**config.mk**
```make
export PLATFORM = sky130hd
export DESIGN_NAME = color_overlay
export DESIGN_NICKNAME = d
export VERILOG_FILES = /design/src/invaders_pkg.sv /design/src/color_overlay.sv
export SDC_FILE = /design/constraint.sdc
export NUM_CORES = 1
export LEC_CHECK = 0
export ABC_AREA = 1
export BUFFER_PORTS_ARGS = -buffer_cell sky130_fd_sc_hd__buf_2
export CORE_MARGIN = 2
export CORE_UTILIZATION = 45
export CTS_BUF_LIST = sky130_fd_sc_hd__clkbuf_8
export CTS_CLUSTER_DIAMETER = 80
export DETAILED_ROUTE_END_ITERATION = 10
export PLACE_DENSITY = 0.78
export SKIP_CTS_REPAIR_TIMING = 1
export SLEW_MARGIN = 20
export SYNTH_ARGS = -nofsm -noshare
export SYNTH_HDL_FRONTEND = slang
export SYNTH_SLANG_ARGS = --single-unit
```
**constraint.sdc**
```tcl
create_clock -name clk_74a -period 1.5 [get_ports clk_74a]
set_clock_uncertainty 0.15 [all_clocks]
set_input_delay 0.3 -clock clk_74a [delete_from_list [all_inputs] [get_ports clk_74a]]
set_output_delay 0.3 -clock clk_74a [all_outputs]
set_load 0.01 [all_outputs]
```
**src/invaders_pkg.sv**
```systemverilog
/*
 * shared package for the video core
 * bus and pixel types, bridge window nibbles, raster timing defaults,
 * colour overlay band edges and palette
 */
package invaders_pkg;

    typedef logic [31:0] bridge_word_t;
    typedef logic [12:0] vram_addr_t;
    typedef logic [7:0]  vram_data_t;
    typedef logic [9:0]  coord_t;
    typedef logic [23:0] rgb_t;

    // raster timing, one pixel per clock
    localparam int H_TOTAL_DEFAULT = 320;
    localparam int V_TOTAL_DEFAULT = 262;
    localparam int H_BPORCH        = 31;
    localparam int V_BPORCH        = 16;
    localparam int H_ACTIVE        = 256;
    localparam int V_ACTIVE        = 224;
    // line sync a few clocks after frame sync
    localparam int HS_OFFSET       = 3;

    // displayed region of the display RAM
    localparam int LINE_BYTES      = 32;
    localparam int VRAM_LINE_BASE  = 'h400;

    // bridge windows by top address nibble
    localparam logic [3:0] SETTINGS_ADDR_HI = 4'h2;
    localparam logic [3:0] VRAM_WINDOW_HI   = 4'h1;

    // overlay band edges, strict greater-than on visible x
    localparam int BAND_X_R1 = 236;
    localparam int BAND_X_R2 = 222;
    localparam int BAND_X_R3 = 204;
    localparam int BAND_X_R4 = 159;
    localparam int BAND_X_R5 = 127;
    localparam int BAND_X_R6 = 111;
    localparam int BAND_X_R7 = 63;
    localparam int BAND_X_R8 = 43;
    localparam int BAND_X_R9 = 24;
    localparam int BAND_X_R10 = 15;
    // y splits, right bands and leftmost band
    localparam int BAND_Y_TOP     = 80;
    localparam int BAND_Y_MID     = 150;
    localparam int BAND_Y_LEFT_LO = 120;
    localparam int BAND_Y_LEFT_HI = 190;

    localparam rgb_t COLOR_CYAN    = 24'h42E9F4;
    localparam rgb_t COLOR_RED     = 24'hF83B3A;
    localparam rgb_t COLOR_YELLOW  = 24'hEBDF64;
    localparam rgb_t COLOR_WHITE   = 24'hFFFFFF;
    localparam rgb_t COLOR_GREEN   = 24'h62DE6D;
    localparam rgb_t COLOR_MAGENTA = 24'hDB55DD;
    localparam rgb_t COLOR_BLACK   = 24'h000000;

endpackage

```
**src/color_overlay.sv**
```systemverilog
/*
 * colour overlay and output stage
 * band colour lookup from the visible coordinates,
 * registered rgb, de, hs and vs
 */
`timescale 1ns/1ps

module color_overlay (
    input  logic                 clk_74a,
    input  logic                 reset_n,
    input  logic                 pixel_on,
    input  invaders_pkg::coord_t visible_x,
    input  invaders_pkg::coord_t visible_y,
    input  logic                 fetch_hs,
    input  logic                 fetch_vs,
    input  logic                 fetch_de,
    output invaders_pkg::rgb_t   video_rgb,
    output logic                 video_de,
    output logic                 video_hs,
    output logic                 video_vs
);

    invaders_pkg::rgb_t band_color;

    // vertical stripes, split by y at both edges of the screen
    always_comb begin
        if (visible_x > invaders_pkg::BAND_X_R1) begin
            if (visible_y < invaders_pkg::BAND_Y_TOP) band_color = invaders_pkg::COLOR_CYAN;
            else if (visible_y < invaders_pkg::BAND_Y_MID) band_color = invaders_pkg::COLOR_RED;
            else band_color = invaders_pkg::COLOR_YELLOW;
        end else if (visible_x > invaders_pkg::BAND_X_R2) begin
            if (visible_y < invaders_pkg::BAND_Y_TOP) band_color = invaders_pkg::COLOR_WHITE;
            else if (visible_y < invaders_pkg::BAND_Y_MID) band_color = invaders_pkg::COLOR_GREEN;
            else band_color = invaders_pkg::COLOR_YELLOW;
        end else if (visible_x > invaders_pkg::BAND_X_R3) band_color = invaders_pkg::COLOR_RED;
        else if (visible_x > invaders_pkg::BAND_X_R4) band_color = invaders_pkg::COLOR_GREEN;
        else if (visible_x > invaders_pkg::BAND_X_R5) band_color = invaders_pkg::COLOR_CYAN;
        else if (visible_x > invaders_pkg::BAND_X_R6) band_color = invaders_pkg::COLOR_MAGENTA;
        else if (visible_x > invaders_pkg::BAND_X_R7) band_color = invaders_pkg::COLOR_CYAN;
        else if (visible_x > invaders_pkg::BAND_X_R8) band_color = invaders_pkg::COLOR_RED;
        else if (visible_x > invaders_pkg::BAND_X_R9) band_color = invaders_pkg::COLOR_CYAN;
        else if (visible_x > invaders_pkg::BAND_X_R10) band_color = invaders_pkg::COLOR_RED;
        else if (visible_y > invaders_pkg::BAND_Y_LEFT_LO &&
                 visible_y < invaders_pkg::BAND_Y_LEFT_HI) begin
            band_color = invaders_pkg::COLOR_MAGENTA;
        end else begin
            band_color = invaders_pkg::COLOR_CYAN;
        end
    end

    // unlit and blanked pixels are black
    always_ff @(posedge clk_74a or negedge reset_n) begin
        if (!reset_n) begin
            video_rgb <= invaders_pkg::COLOR_BLACK;
            video_de  <= 1'b0;
            video_hs  <= 1'b0;
            video_vs  <= 1'b0;
        end else begin
            video_rgb <= (fetch_de && pixel_on) ? band_color : invaders_pkg::COLOR_BLACK;
            video_de  <= fetch_de;
            video_hs  <= fetch_hs;
            video_vs  <= fetch_vs;
        end
    end

endmodule

```
==> results of run 1 <==
registers in the layout, summed over array words and instances, names as in the netlist:
signal,count
video_vs,1
video_de,1
video_hs,1
video_rgb,18
logic make-up (layout without fill, tap and decap cells):
logic type,after synthesis,after routing,share of synthesized area (%)
buffers and inverters,42,110,14.6
AOI/OAI and AO/OA,24,24,13.2
and+or+nand+nor,77,77,29.8
DFF,21,21,42.5
worst max path at each step:
stage               endpoint  slack, ns  cells past startpoint
3_5_place_dp    video_rgb[8]      -0.16                     11
6_report       video_rgb[15]       0.11                      8
2_1_floorplan   video_rgb[8]       0.12                     10
4_1_cts         video_rgb[8]       0.10                     11
5_1_grt        video_rgb[12]       0.01                      9
3_3_place_gp    video_rgb[8]      -0.15                     11
critical path, stage by stage:
cell and delay, ns:
buf_2 0.11, nor2_2 0.15, nand3_1 0.12, a21oi_1 0.20
nand3_1 0.14, nand4_1 0.09, nand2_1 0.11, and2_1 0.15
cells in the mapped netlist:
cell type and number:
inv_2 7, o21ai_2 6, nor3_1 1, a21oi_1 7, nand3_1 10, nand3b_1 1
o21ai_0 1, nand4_1 3, nand2_2 5, nor2_1 20, nand3b_4 1, nand3_2 2
inv_1 29, o21ai_1 4, and2_1 1, buf_4 6, or2_1 1, o21a_1 2
nor2_2 3, dfrtp_1 21, nand2_1 29, a21oi_2 4
metrics by stage:
| step | utilization [%] | std cells | worst slack [ns] | cell area [um2] | hold slack (ns) |
|---|---|---|---|---|---|
| after floorplan | - | 164 | 0.123 | 1240 | -0.146 |
| after global placement | 59.7 | 256 | -0.150 | 1600 | 0.110 |
| after detailed placement | 59.7 | 256 | -0.163 | 1600 | 0.117 |
| after CTS | 61.4 | 260 | 0.100 | 1650 | -0.157 |
| after global routing | 62.9 | 263 | 0.0122 | 1690 | 0.0219 |
| final | 62.9 | 263 | 0.114 | 1690 | 0.0204 |
power by group through the flow:
| stage | sequential, mW | combinational, mW | clock (mW) |
|---|---|---|---|
| after floorplan | 0.636 | 0.153 | 0 |
| after global placement | 0.616 | 0.296 | 0 |
| after detailed placement | 0.617 | 0.301 | 0 |
| after CTS | 0.606 | 0.302 | 0.356 |
| after global routing | 0.608 | 0.348 | 0.379 |
| final | 0.605 | 0.309 | 0.349 |
per-layer routing:
layer	GRT usage (%)	vias up	wire length (um)
met2	31.6	48	1350
met3	3.46	5	161
met4	7.48	0	39
li1	-	636	-
met1	20.1	536	1050
met5	0	-	0
final cells by class:
| class | count | area (um2) | area share (%) |
|---|---|---|---|
| tap | 31 | 38.8 | 2.29 |
| clock inverter | 1 | 5.00 | 0.296 |
| inverter | 36 | 135 | 7.99 |
| sequential | 21 | 526 | 31.1 |
| timing repair buffer | 70 | 403 | 23.8 |
| clock buffer | 3 | 41.3 | 2.44 |
| multi-input combinational | 101 | 542 | 32.1 |
==> reports/metrics.cfg, run 1 <==
[route]
ant_nets = 0
drt_iter0_markers = 26
via_per_inst = 4.66
num_vias = 1225
dr.pass1.iters = 4
drt-wirelength-per-cell_um = 9.89
wl_um = 2600
drc = 0

[finish]
layout_commonest_cell = buf_2
nNetsFinal = 259
antenna_cells = 0
nFillCells = 243
final_layout_size_suffix_gt1_share_pct = 44.4
syn_to_final_growth_pct = 36.7
final_cell_mix = 52 x buf_2, 29 x nand2_1, 29 x inv_1, 21 x dfrtp_1, 17 x nor2_1

[outcome]
status = finished clean

[power]
sw_frac_of_total_pct = 27.7
seq_power_share_pct = 47.9
p_per_area_nw_per_um2 = 748
peakVddDrop_uv = 670
p_clk_share_pct = 27.7
p_leak_nw = 1.05
total_power_mw = 1.26
power_frac_comb_pct = 24.4
cell_internal_pwr_mw = 0.914
power.switching_mw = 0.350

[synth]
synthCells = 164
synth_area_leaders = dfrtp_1 43%, inv_1 8.8%, nand2_1 8.8%
synth_area_leader_cell = dfrtp_1
synth_top_area_share_pct = 42.5
ys_ff_latch = 21
ys_types = 22
yosysSeqAreaShare_pct = 42.5
syn_nets = 190
syn_area_um2 = 1240
syn_avg_cell_area_um2 = 7.54
yosys_warnings = 0

[sta]
fmax_mhz = 722
hold_violations = 0
relSlewSlack_pct = 70.7
period_share_pct = 92.4
setup_tns_ns = 0
period_minus_slack_ns = 1.39
tightest_slew_ns = 0.439
rsz0062_at_grt = false
maxSlewViolCount = 0
setup_viol = 0

[cts]
ctsRootBufferMaster = clkbuf_8
clock_sinks = 21
cts_buffer_depth = 2
cts_buffers = 3
htreeDepth = 1
cts.clk_slew.worst_paths_ns = 0.07
cts_tree = built

[floorplanning]
io_pins = 53
start_util_pct = 46.0
die_x_um = 56.4
die_h_um = 56.4
rows = 19
die-area_um2 = 3180
core-area_um2 = 2690

[global_routing]
grt.total_usage_pct = 17.6
grt_max_degree = 22
gr-total-overflow = 0
antenna_found_initial = 0
first_global_vias = 1134
grt_pass1_wl_um = 4520

[worst_setup_path]
path_max_fanout = 4
crit_path_start = visible_x[9]
start_kind = input port
critPathCaptureType = flip-flop
arrival_ns = 1.38
path_class = in -> reg
crit_required_ns = 1.50

[placed_design]
portBuffers = 52
gp_congestion = 0.918
hpwl_um = 2160

[worst_hold_path]
min_to = video_de
min_from = fetch_de
min_path_cells = 1
hold_class = in -> reg

[run]
max_cap_viol_count = 0

Power figures use the tool's default switching activity.
==> run 2: changes to the inputs <==
--- a/config.mk
+++ b/config.mk
@@ -9,7 +9,7 @@
 export BUFFER_PORTS_ARGS = -buffer_cell sky130_fd_sc_hd__buf_2
 export CORE_MARGIN = 2
 export CORE_UTILIZATION = 45
-export CTS_BUF_LIST = sky130_fd_sc_hd__clkbuf_8
+export CTS_BUF_LIST = sky130_fd_sc_hd__clkbuf_16
 export CTS_CLUSTER_DIAMETER = 80
 export DETAILED_ROUTE_END_ITERATION = 10
 export PLACE_DENSITY = 0.78
==> run 2 against run 1 <==
  * Hold slack got worse by 0.011 ns
  * Clock power rose by 54%
  * Sequential share of layout area is 0.43 points lower
  * Design area increased by 1.4%
  * Critical path depth unchanged
  * Count of clock-buffer cells in the layout unchanged
  * Core utilization is 0.89 points higher
  * Via count barely moved
  * Sequential power barely moved
==> reports/metrics.cfg, run 2 (synthesis gave the netlist of run 1 again) <==
[worst_setup_path]
path_cells = buf_2, nor2_2, nand3_1, a21oi_1, nand3_1, nand4_1, nand2_1, and2_1  ; unchanged
start_kind = input port  ; unchanged
cpPeakStageDelay_ns = 0.20  ; about the same
crit_required_ns = 1.49  ; was 1.50 ns
path_max_fanout = 4  ; unchanged
path_class = in -> reg  ; unchanged
critPathCaptureType = flip-flop  ; unchanged
arrival_ns = 1.38  ; about the same
critPathMostFrequentCell = nand3_1  ; unchanged
critPathSlowestCell = a21oi_1  ; unchanged
crit_path_start = visible_x[9]  ; unchanged

[cts]
cts_buffer_depth = 2  ; unchanged
cts_buffers = 3  ; unchanged
htreeDepth = 1  ; unchanged
cts.clk_slew.worst_paths_ns = 0.05  ; was 0.07 ns
clock_sinks = 21  ; unchanged
cts_tree = built  ; unchanged
ctsRootBufferMaster = clkbuf_16  ; was clkbuf_8

[sta]
maxSlewViolCount = 0  ; unchanged
tightest_slew_ns = 0.442  ; was 0.439 ns
hold_violations = 0  ; unchanged
period_share_pct = 92.8  ; was 92.4%
hold_slack_ns = 0.00896  ; was 0.0204 ns
period_minus_slack_ns = 1.39  ; about the same
setup_viol = 0  ; unchanged
fmax_mhz = 718  ; was 722 MHz
relSlewSlack_pct = 70.5  ; was 70.7%
rsz0062_at_grt = false  ; unchanged

[route]
drc = 0  ; unchanged
drt-wirelength-per-cell_um = 9.90  ; was 9.89 um
num_vias = 1226  ; was 1225
wl_um = 2590  ; was 2600 um
drt_iter0_markers = 18  ; was 26
dr.pass1.iters = 4  ; unchanged
ant_nets = 0  ; unchanged
via_per_inst = 4.68  ; was 4.66

[run]
max_cap_viol_count = 0  ; unchanged

[worst_hold_path]
hold_class = in -> reg  ; unchanged
min_from = fetch_hs  ; was fetch_de

[placed_design]
dpl_cell_area_um2 = 1600  ; unchanged
dp.cells = 256  ; unchanged
gp_congestion = 0.918  ; unchanged
portBuffers = 52  ; unchanged
hpwl_um = 2160  ; unchanged

[global_routing]
gr-total-overflow = 0  ; unchanged
grt_max_degree = 22  ; unchanged
grt.total_usage_pct = 17.6  ; about the same
grt_pass1_wl_um = 4550  ; was 4520 um
first_global_vias = 1132  ; was 1134
antenna_found_initial = 0  ; unchanged

[floorplanning]
die_x_um = 56.4  ; unchanged
rows = 19  ; unchanged
core-area_um2 = 2690  ; unchanged
start_util_pct = 46.0  ; unchanged
die_h_um = 56.4  ; unchanged
io_pins = 53  ; unchanged
die-area_um2 = 3180  ; unchanged

[outcome]
status = finished clean  ; unchanged

[finish]
layout.cells.non_filler = 262  ; was 263
syn_to_final_growth_pct = 38.7  ; was 36.7%
final_cell_mix = 52 x buf_2, 29 x nand2_1, 29 x inv_1, 21 x dfrtp_1, 17 x nor2_1  ; unchanged
finalInstanceArea_um2 = 1710  ; was 1690 um2
antenna_cells = 0  ; unchanged
layout_commonest_cell = buf_2  ; unchanged
utilization_pct = 63.8  ; was 62.9%
largest_register_ffs = 18  ; unchanged
final_layout_size_suffix_gt1_share_pct = 44.6  ; was 44.4%
nNetsFinal = 258  ; was 259
largest_register = video_rgb  ; unchanged

[power]
p_leak_nw = 1.06  ; was 1.05 nW
peakVddDrop_uv = 849  ; was 670 uV
p_per_area_nw_per_um2 = 846  ; was 748 nW/um2

## run 2: metrics by stage
stage | TNS, ns | power (mW) | worst slack (ns)
after global placement | -1.44 | 0.912 | -0.150
after detailed placement | -1.66 | 0.918 | -0.163
after global routing | 0 | 1.52 | 0.000345
after floorplan | 0 | 0.788 | 0.123
final | 0 | 1.45 | 0.108
after CTS | 0 | 1.46 | 0.0909
## run 2: path summary, 6_finish.rpt
path	slack, ns	endpoint	cells past startpoint
max	0.11	video_rgb[15]	8
min	0.009	video_hs	1
max in group asynchronous	0.52	video_vs	2
min in group asynchronous	0.38	video_rgb[1]	2
## run 2: area by class of cell
type,count,area [um2]
repair buffers,69,393
clock inverters,1,5.00
well taps,31,38.8
inverters,36,135
fillers,244,972
multi-input cells,101,542
clock buffers,3,75.1
flip-flops and latches,21,526
## run 2: worst max-delay path: cells and delay by family
family	cells	cell delay (ns)
buffers and inverters	1	0.11
and+or+nand+nor	6	0.76
AOI/OAI and AO/OA	1	0.20
## run 2: per-layer routing
layer | vias to the layer above | share of wire [%] | wire, um | global-route usage, %
met5 | - | 0 | 0 | 0
met4 | 0 | 1.4 | 36 | 7.48
met3 | 4 | 6.4 | 167 | 3.46
met2 | 45 | 51 | 1320 | 31.8
met1 | 544 | 41 | 1070 | 20.2
li1 | 633 | - | - | -
## run 2: power by group
part           total (mW)  internal (mW)  switching (mW)
combinational       0.307          0.131           0.177
sequential          0.606          0.598         0.00841
clock               0.536          0.357           0.179
==> run 3: changes to the inputs <==
--- a/config.mk
+++ b/config.mk
@@ -6,13 +6,14 @@
 export NUM_CORES = 1
 export LEC_CHECK = 0
 export ABC_AREA = 1
-export BUFFER_PORTS_ARGS = -buffer_cell sky130_fd_sc_hd__buf_2
+export ABC_CLOCK_PERIOD_IN_PS = 1500
 export CORE_MARGIN = 2
-export CORE_UTILIZATION = 45
+export CORE_UTILIZATION = 50
 export CTS_BUF_LIST = sky130_fd_sc_hd__clkbuf_16
 export CTS_CLUSTER_DIAMETER = 80
 export DETAILED_ROUTE_END_ITERATION = 10
-export PLACE_DENSITY = 0.78
+export DONT_BUFFER_PORTS = 1
+export PLACE_DENSITY = 0.67
 export SKIP_CTS_REPAIR_TIMING = 1
 export SLEW_MARGIN = 20
 export SYNTH_ARGS = -nofsm -noshare
==> run 3 against run 2 <==
  * The run now ends with hold timing left
  * Final cell count shrank 24%
  * Flip-flop and latch count unchanged
  * Power is 8.1% lower
  * Global-route usage grew 0.35 points
  * Non-clock buffer count decreased by 63
  * Sequential share of layout area grew 8.0 points
  * Clock power fell by 1%
  * Setup slack better by 0.059 ns
  * Combinational power down 46%
  * Design area is 21% lower
  * Largest cell class unchanged
  * Largest power group unchanged
==> reports/metrics.cfg, run 3 (synthesis gave the netlist of run 1 again) <==
[sta]
hold_slack_ns = -0.406  ; was 0.00896 ns
hold_violations = 21  ; was 0
setup_viol = 0  ; unchanged
rsz0062_at_grt = false  ; unchanged
worst_slack_ns = 0.167  ; was 0.108 ns
fmax_mhz = 750  ; was 718 MHz
tightest_slew_ns = 0.348  ; was 0.442 ns
maxSlewViolCount = 0  ; unchanged
period_minus_slack_ns = 1.33  ; was 1.39 ns
period_share_pct = 88.9  ; was 92.8%
relSlewSlack_pct = 76.6  ; was 70.5%
setup_tns_ns = 0  ; unchanged

[finish]
syn_to_final_growth_pct = 10.0  ; was 38.7%
antenna_cells = 0  ; unchanged
layout_commonest_cell = inv_1  ; was buf_2
nFillCells = 230  ; was 244
nNetsFinal = 195  ; was 258
largest_register_ffs = 18  ; unchanged
multi_input_area_um2 = 531  ; was 542 um2
final_cell_mix = 30 x inv_1, 29 x nand2_1, 21 x dfrtp_1, 20 x nor2_1, 10 x nand3_1  ; was 52 x buf_2, 29 x nand2_1, 29 x inv_1, 21 x dfrtp_1, 17 x nor2_1
regArea_um2 = 526  ; unchanged
final_layout_size_suffix_gt1_share_pct = 20.2  ; was 44.6%
finalInstanceArea_um2 = 1360  ; was 1710 um2
largest_register = video_rgb  ; unchanged
layout.cells.non_filler = 198  ; was 262

[floorplanning]
die_x_um = 53.7  ; was 56.4 um
die-area_um2 = 2890  ; was 3180 um2
start_util_pct = 51.3  ; was 46.0%
io_pins = 53  ; unchanged
rows = 18  ; was 19
die_h_um = 53.7  ; was 56.4 um
core-area_um2 = 2410  ; was 2690 um2

[global_routing]
gr-total-overflow = 0  ; unchanged
antenna_found_initial = 0  ; unchanged
first_global_vias = 954  ; was 1132
grt.total_usage_pct = 18.0  ; was 17.6%
grt_max_degree = 22  ; unchanged
grt_pass1_wl_um = 3750  ; was 4550 um

[placed_design]
gp_congestion = 0.839  ; was 0.918
preCtsSetupSlack_ns = -0.0877  ; was -0.163 ns
dpl_cell_area_um2 = 1250  ; was 1600 um2
portBuffers = 0  ; was 52
hpwl_um = 1920  ; was 2160 um
dp.cells = 191  ; was 256

[worst_setup_path]
path_cells = inv_1, nand2_1, nor2_1, nand2_1, o21ai_1, nand2_1, nand2_1, inv_1, o21ai_1, inv_1  ; was buf_2, nor2_2, nand3_1, a21oi_1, nand3_1, nand4_1, nand2_1, and2_1
critPathMostFrequentCell = nand2_1  ; was nand3_1
path_class = in -> reg  ; unchanged
crit_required_ns = 1.49  ; about the same
critPathSlowestCell = o21ai_1  ; was a21oi_1
cpPeakStageDelay_ns = 0.21  ; was 0.20 ns
arrival_ns = 1.32  ; was 1.38 ns
critPathCaptureType = flip-flop  ; unchanged
path_max_fanout = 3  ; was 4
start_kind = input port  ; unchanged

[route]
num_vias = 993  ; was 1226
drc = 0  ; unchanged
via_per_inst = 5.02  ; was 4.68
drt_iter0_markers = 14  ; was 18
dr.pass1.iters = 4  ; unchanged
drt-wirelength-per-cell_um = 11.5  ; was 9.90 um
wl_um = 2280  ; was 2590 um
ant_nets = 0  ; unchanged

[cts]
ctsRootBufferMaster = clkbuf_16  ; unchanged
cts_buffers = 3  ; unchanged
htreeDepth = 1  ; unchanged
clock_sinks = 21  ; unchanged
cts_buffer_depth = 2  ; unchanged
cts.clk_slew.worst_paths_ns = 0.05  ; about the same
cts_tree = built  ; unchanged

[power]
p_per_area_nw_per_um2 = 979  ; was 846 nW/um2
p_leak_nw = 0.777  ; was 1.06 nW
peakVddDrop_uv = 671  ; was 849 uV

[outcome]
violations = hold timing
status = finished, violations left  ; was finished clean

[worst_hold_path]
hold_class = in -> async  ; was in -> reg

[run]
max_cap_viol_count = 0  ; unchanged

-- run 3: cell types whose count changed in the layout (fill, tap and decap cells not counted), sizes merged --
cell / previous run / this run
inv: 36 / 37
dlygate4sd3: 2 / 3
clkinv: 1 / 0
buf: 67 / 3
-- run 3: metrics by stage --
step	util [%]	power [mW]	hold slack (ns)
3_3_place_gp	51.9	0.801	-0.145
4_1_cts	55.2	1.34	-0.410
2_1_floorplan	-	0.788	-0.146
5_1_grt	56.4	1.40	-0.417
3_5_place_dp	51.9	0.806	-0.145
6_report	56.4	1.33	-0.406
-- run 3: routing by layer --
| layer | track usage, % | part of all wire [%] | vias to the layer above |
|---|---|---|---|
| met4 | 8.12 | 2.1 | 0 |
| met5 | 0 | 0 | - |
| met1 | 19.2 | 40 | 447 |
| met2 | 34.1 | 52 | 37 |
| li1 | - | - | 504 |
| met3 | 2.78 | 6.1 | 5 |
-- run 3: worst max path at each step --
stage,from,endpoint,depth (start not counted)
after floorplan,visible_x[9],video_rgb[8],10
after global placement,visible_x[9],video_rgb[8],10
after detailed placement,visible_x[9],video_rgb[8],10
after CTS,visible_x[9],video_rgb[8],10
after global routing,visible_x[9],video_rgb[8],10
final,visible_x[9],video_rgb[8],10
-- run 3: critical path: cells and delay by family --
family                 cells  cell delay, ns
and+or+nand+nor            5            0.53
AOI/OAI and AO/OA          2            0.34
buffers and inverters      3            0.15
-- run 3: where the power goes --
part	internal, mW	switching, mW
Combinational	0.0613	0.105
Clock	0.354	0.176
Sequential	0.599	0.0369
-- run 3: layout make-up --
class | instances | share of cell area, %
multi-input cells | 101 | 39.0
flip-flops and latches | 21 | 38.6
inverters | 36 | 9.94
clock buffers | 3 | 5.52
repair buffers | 6 | 3.86
well taps | 30 | 2.76
clock inverters | 1 | 0.276
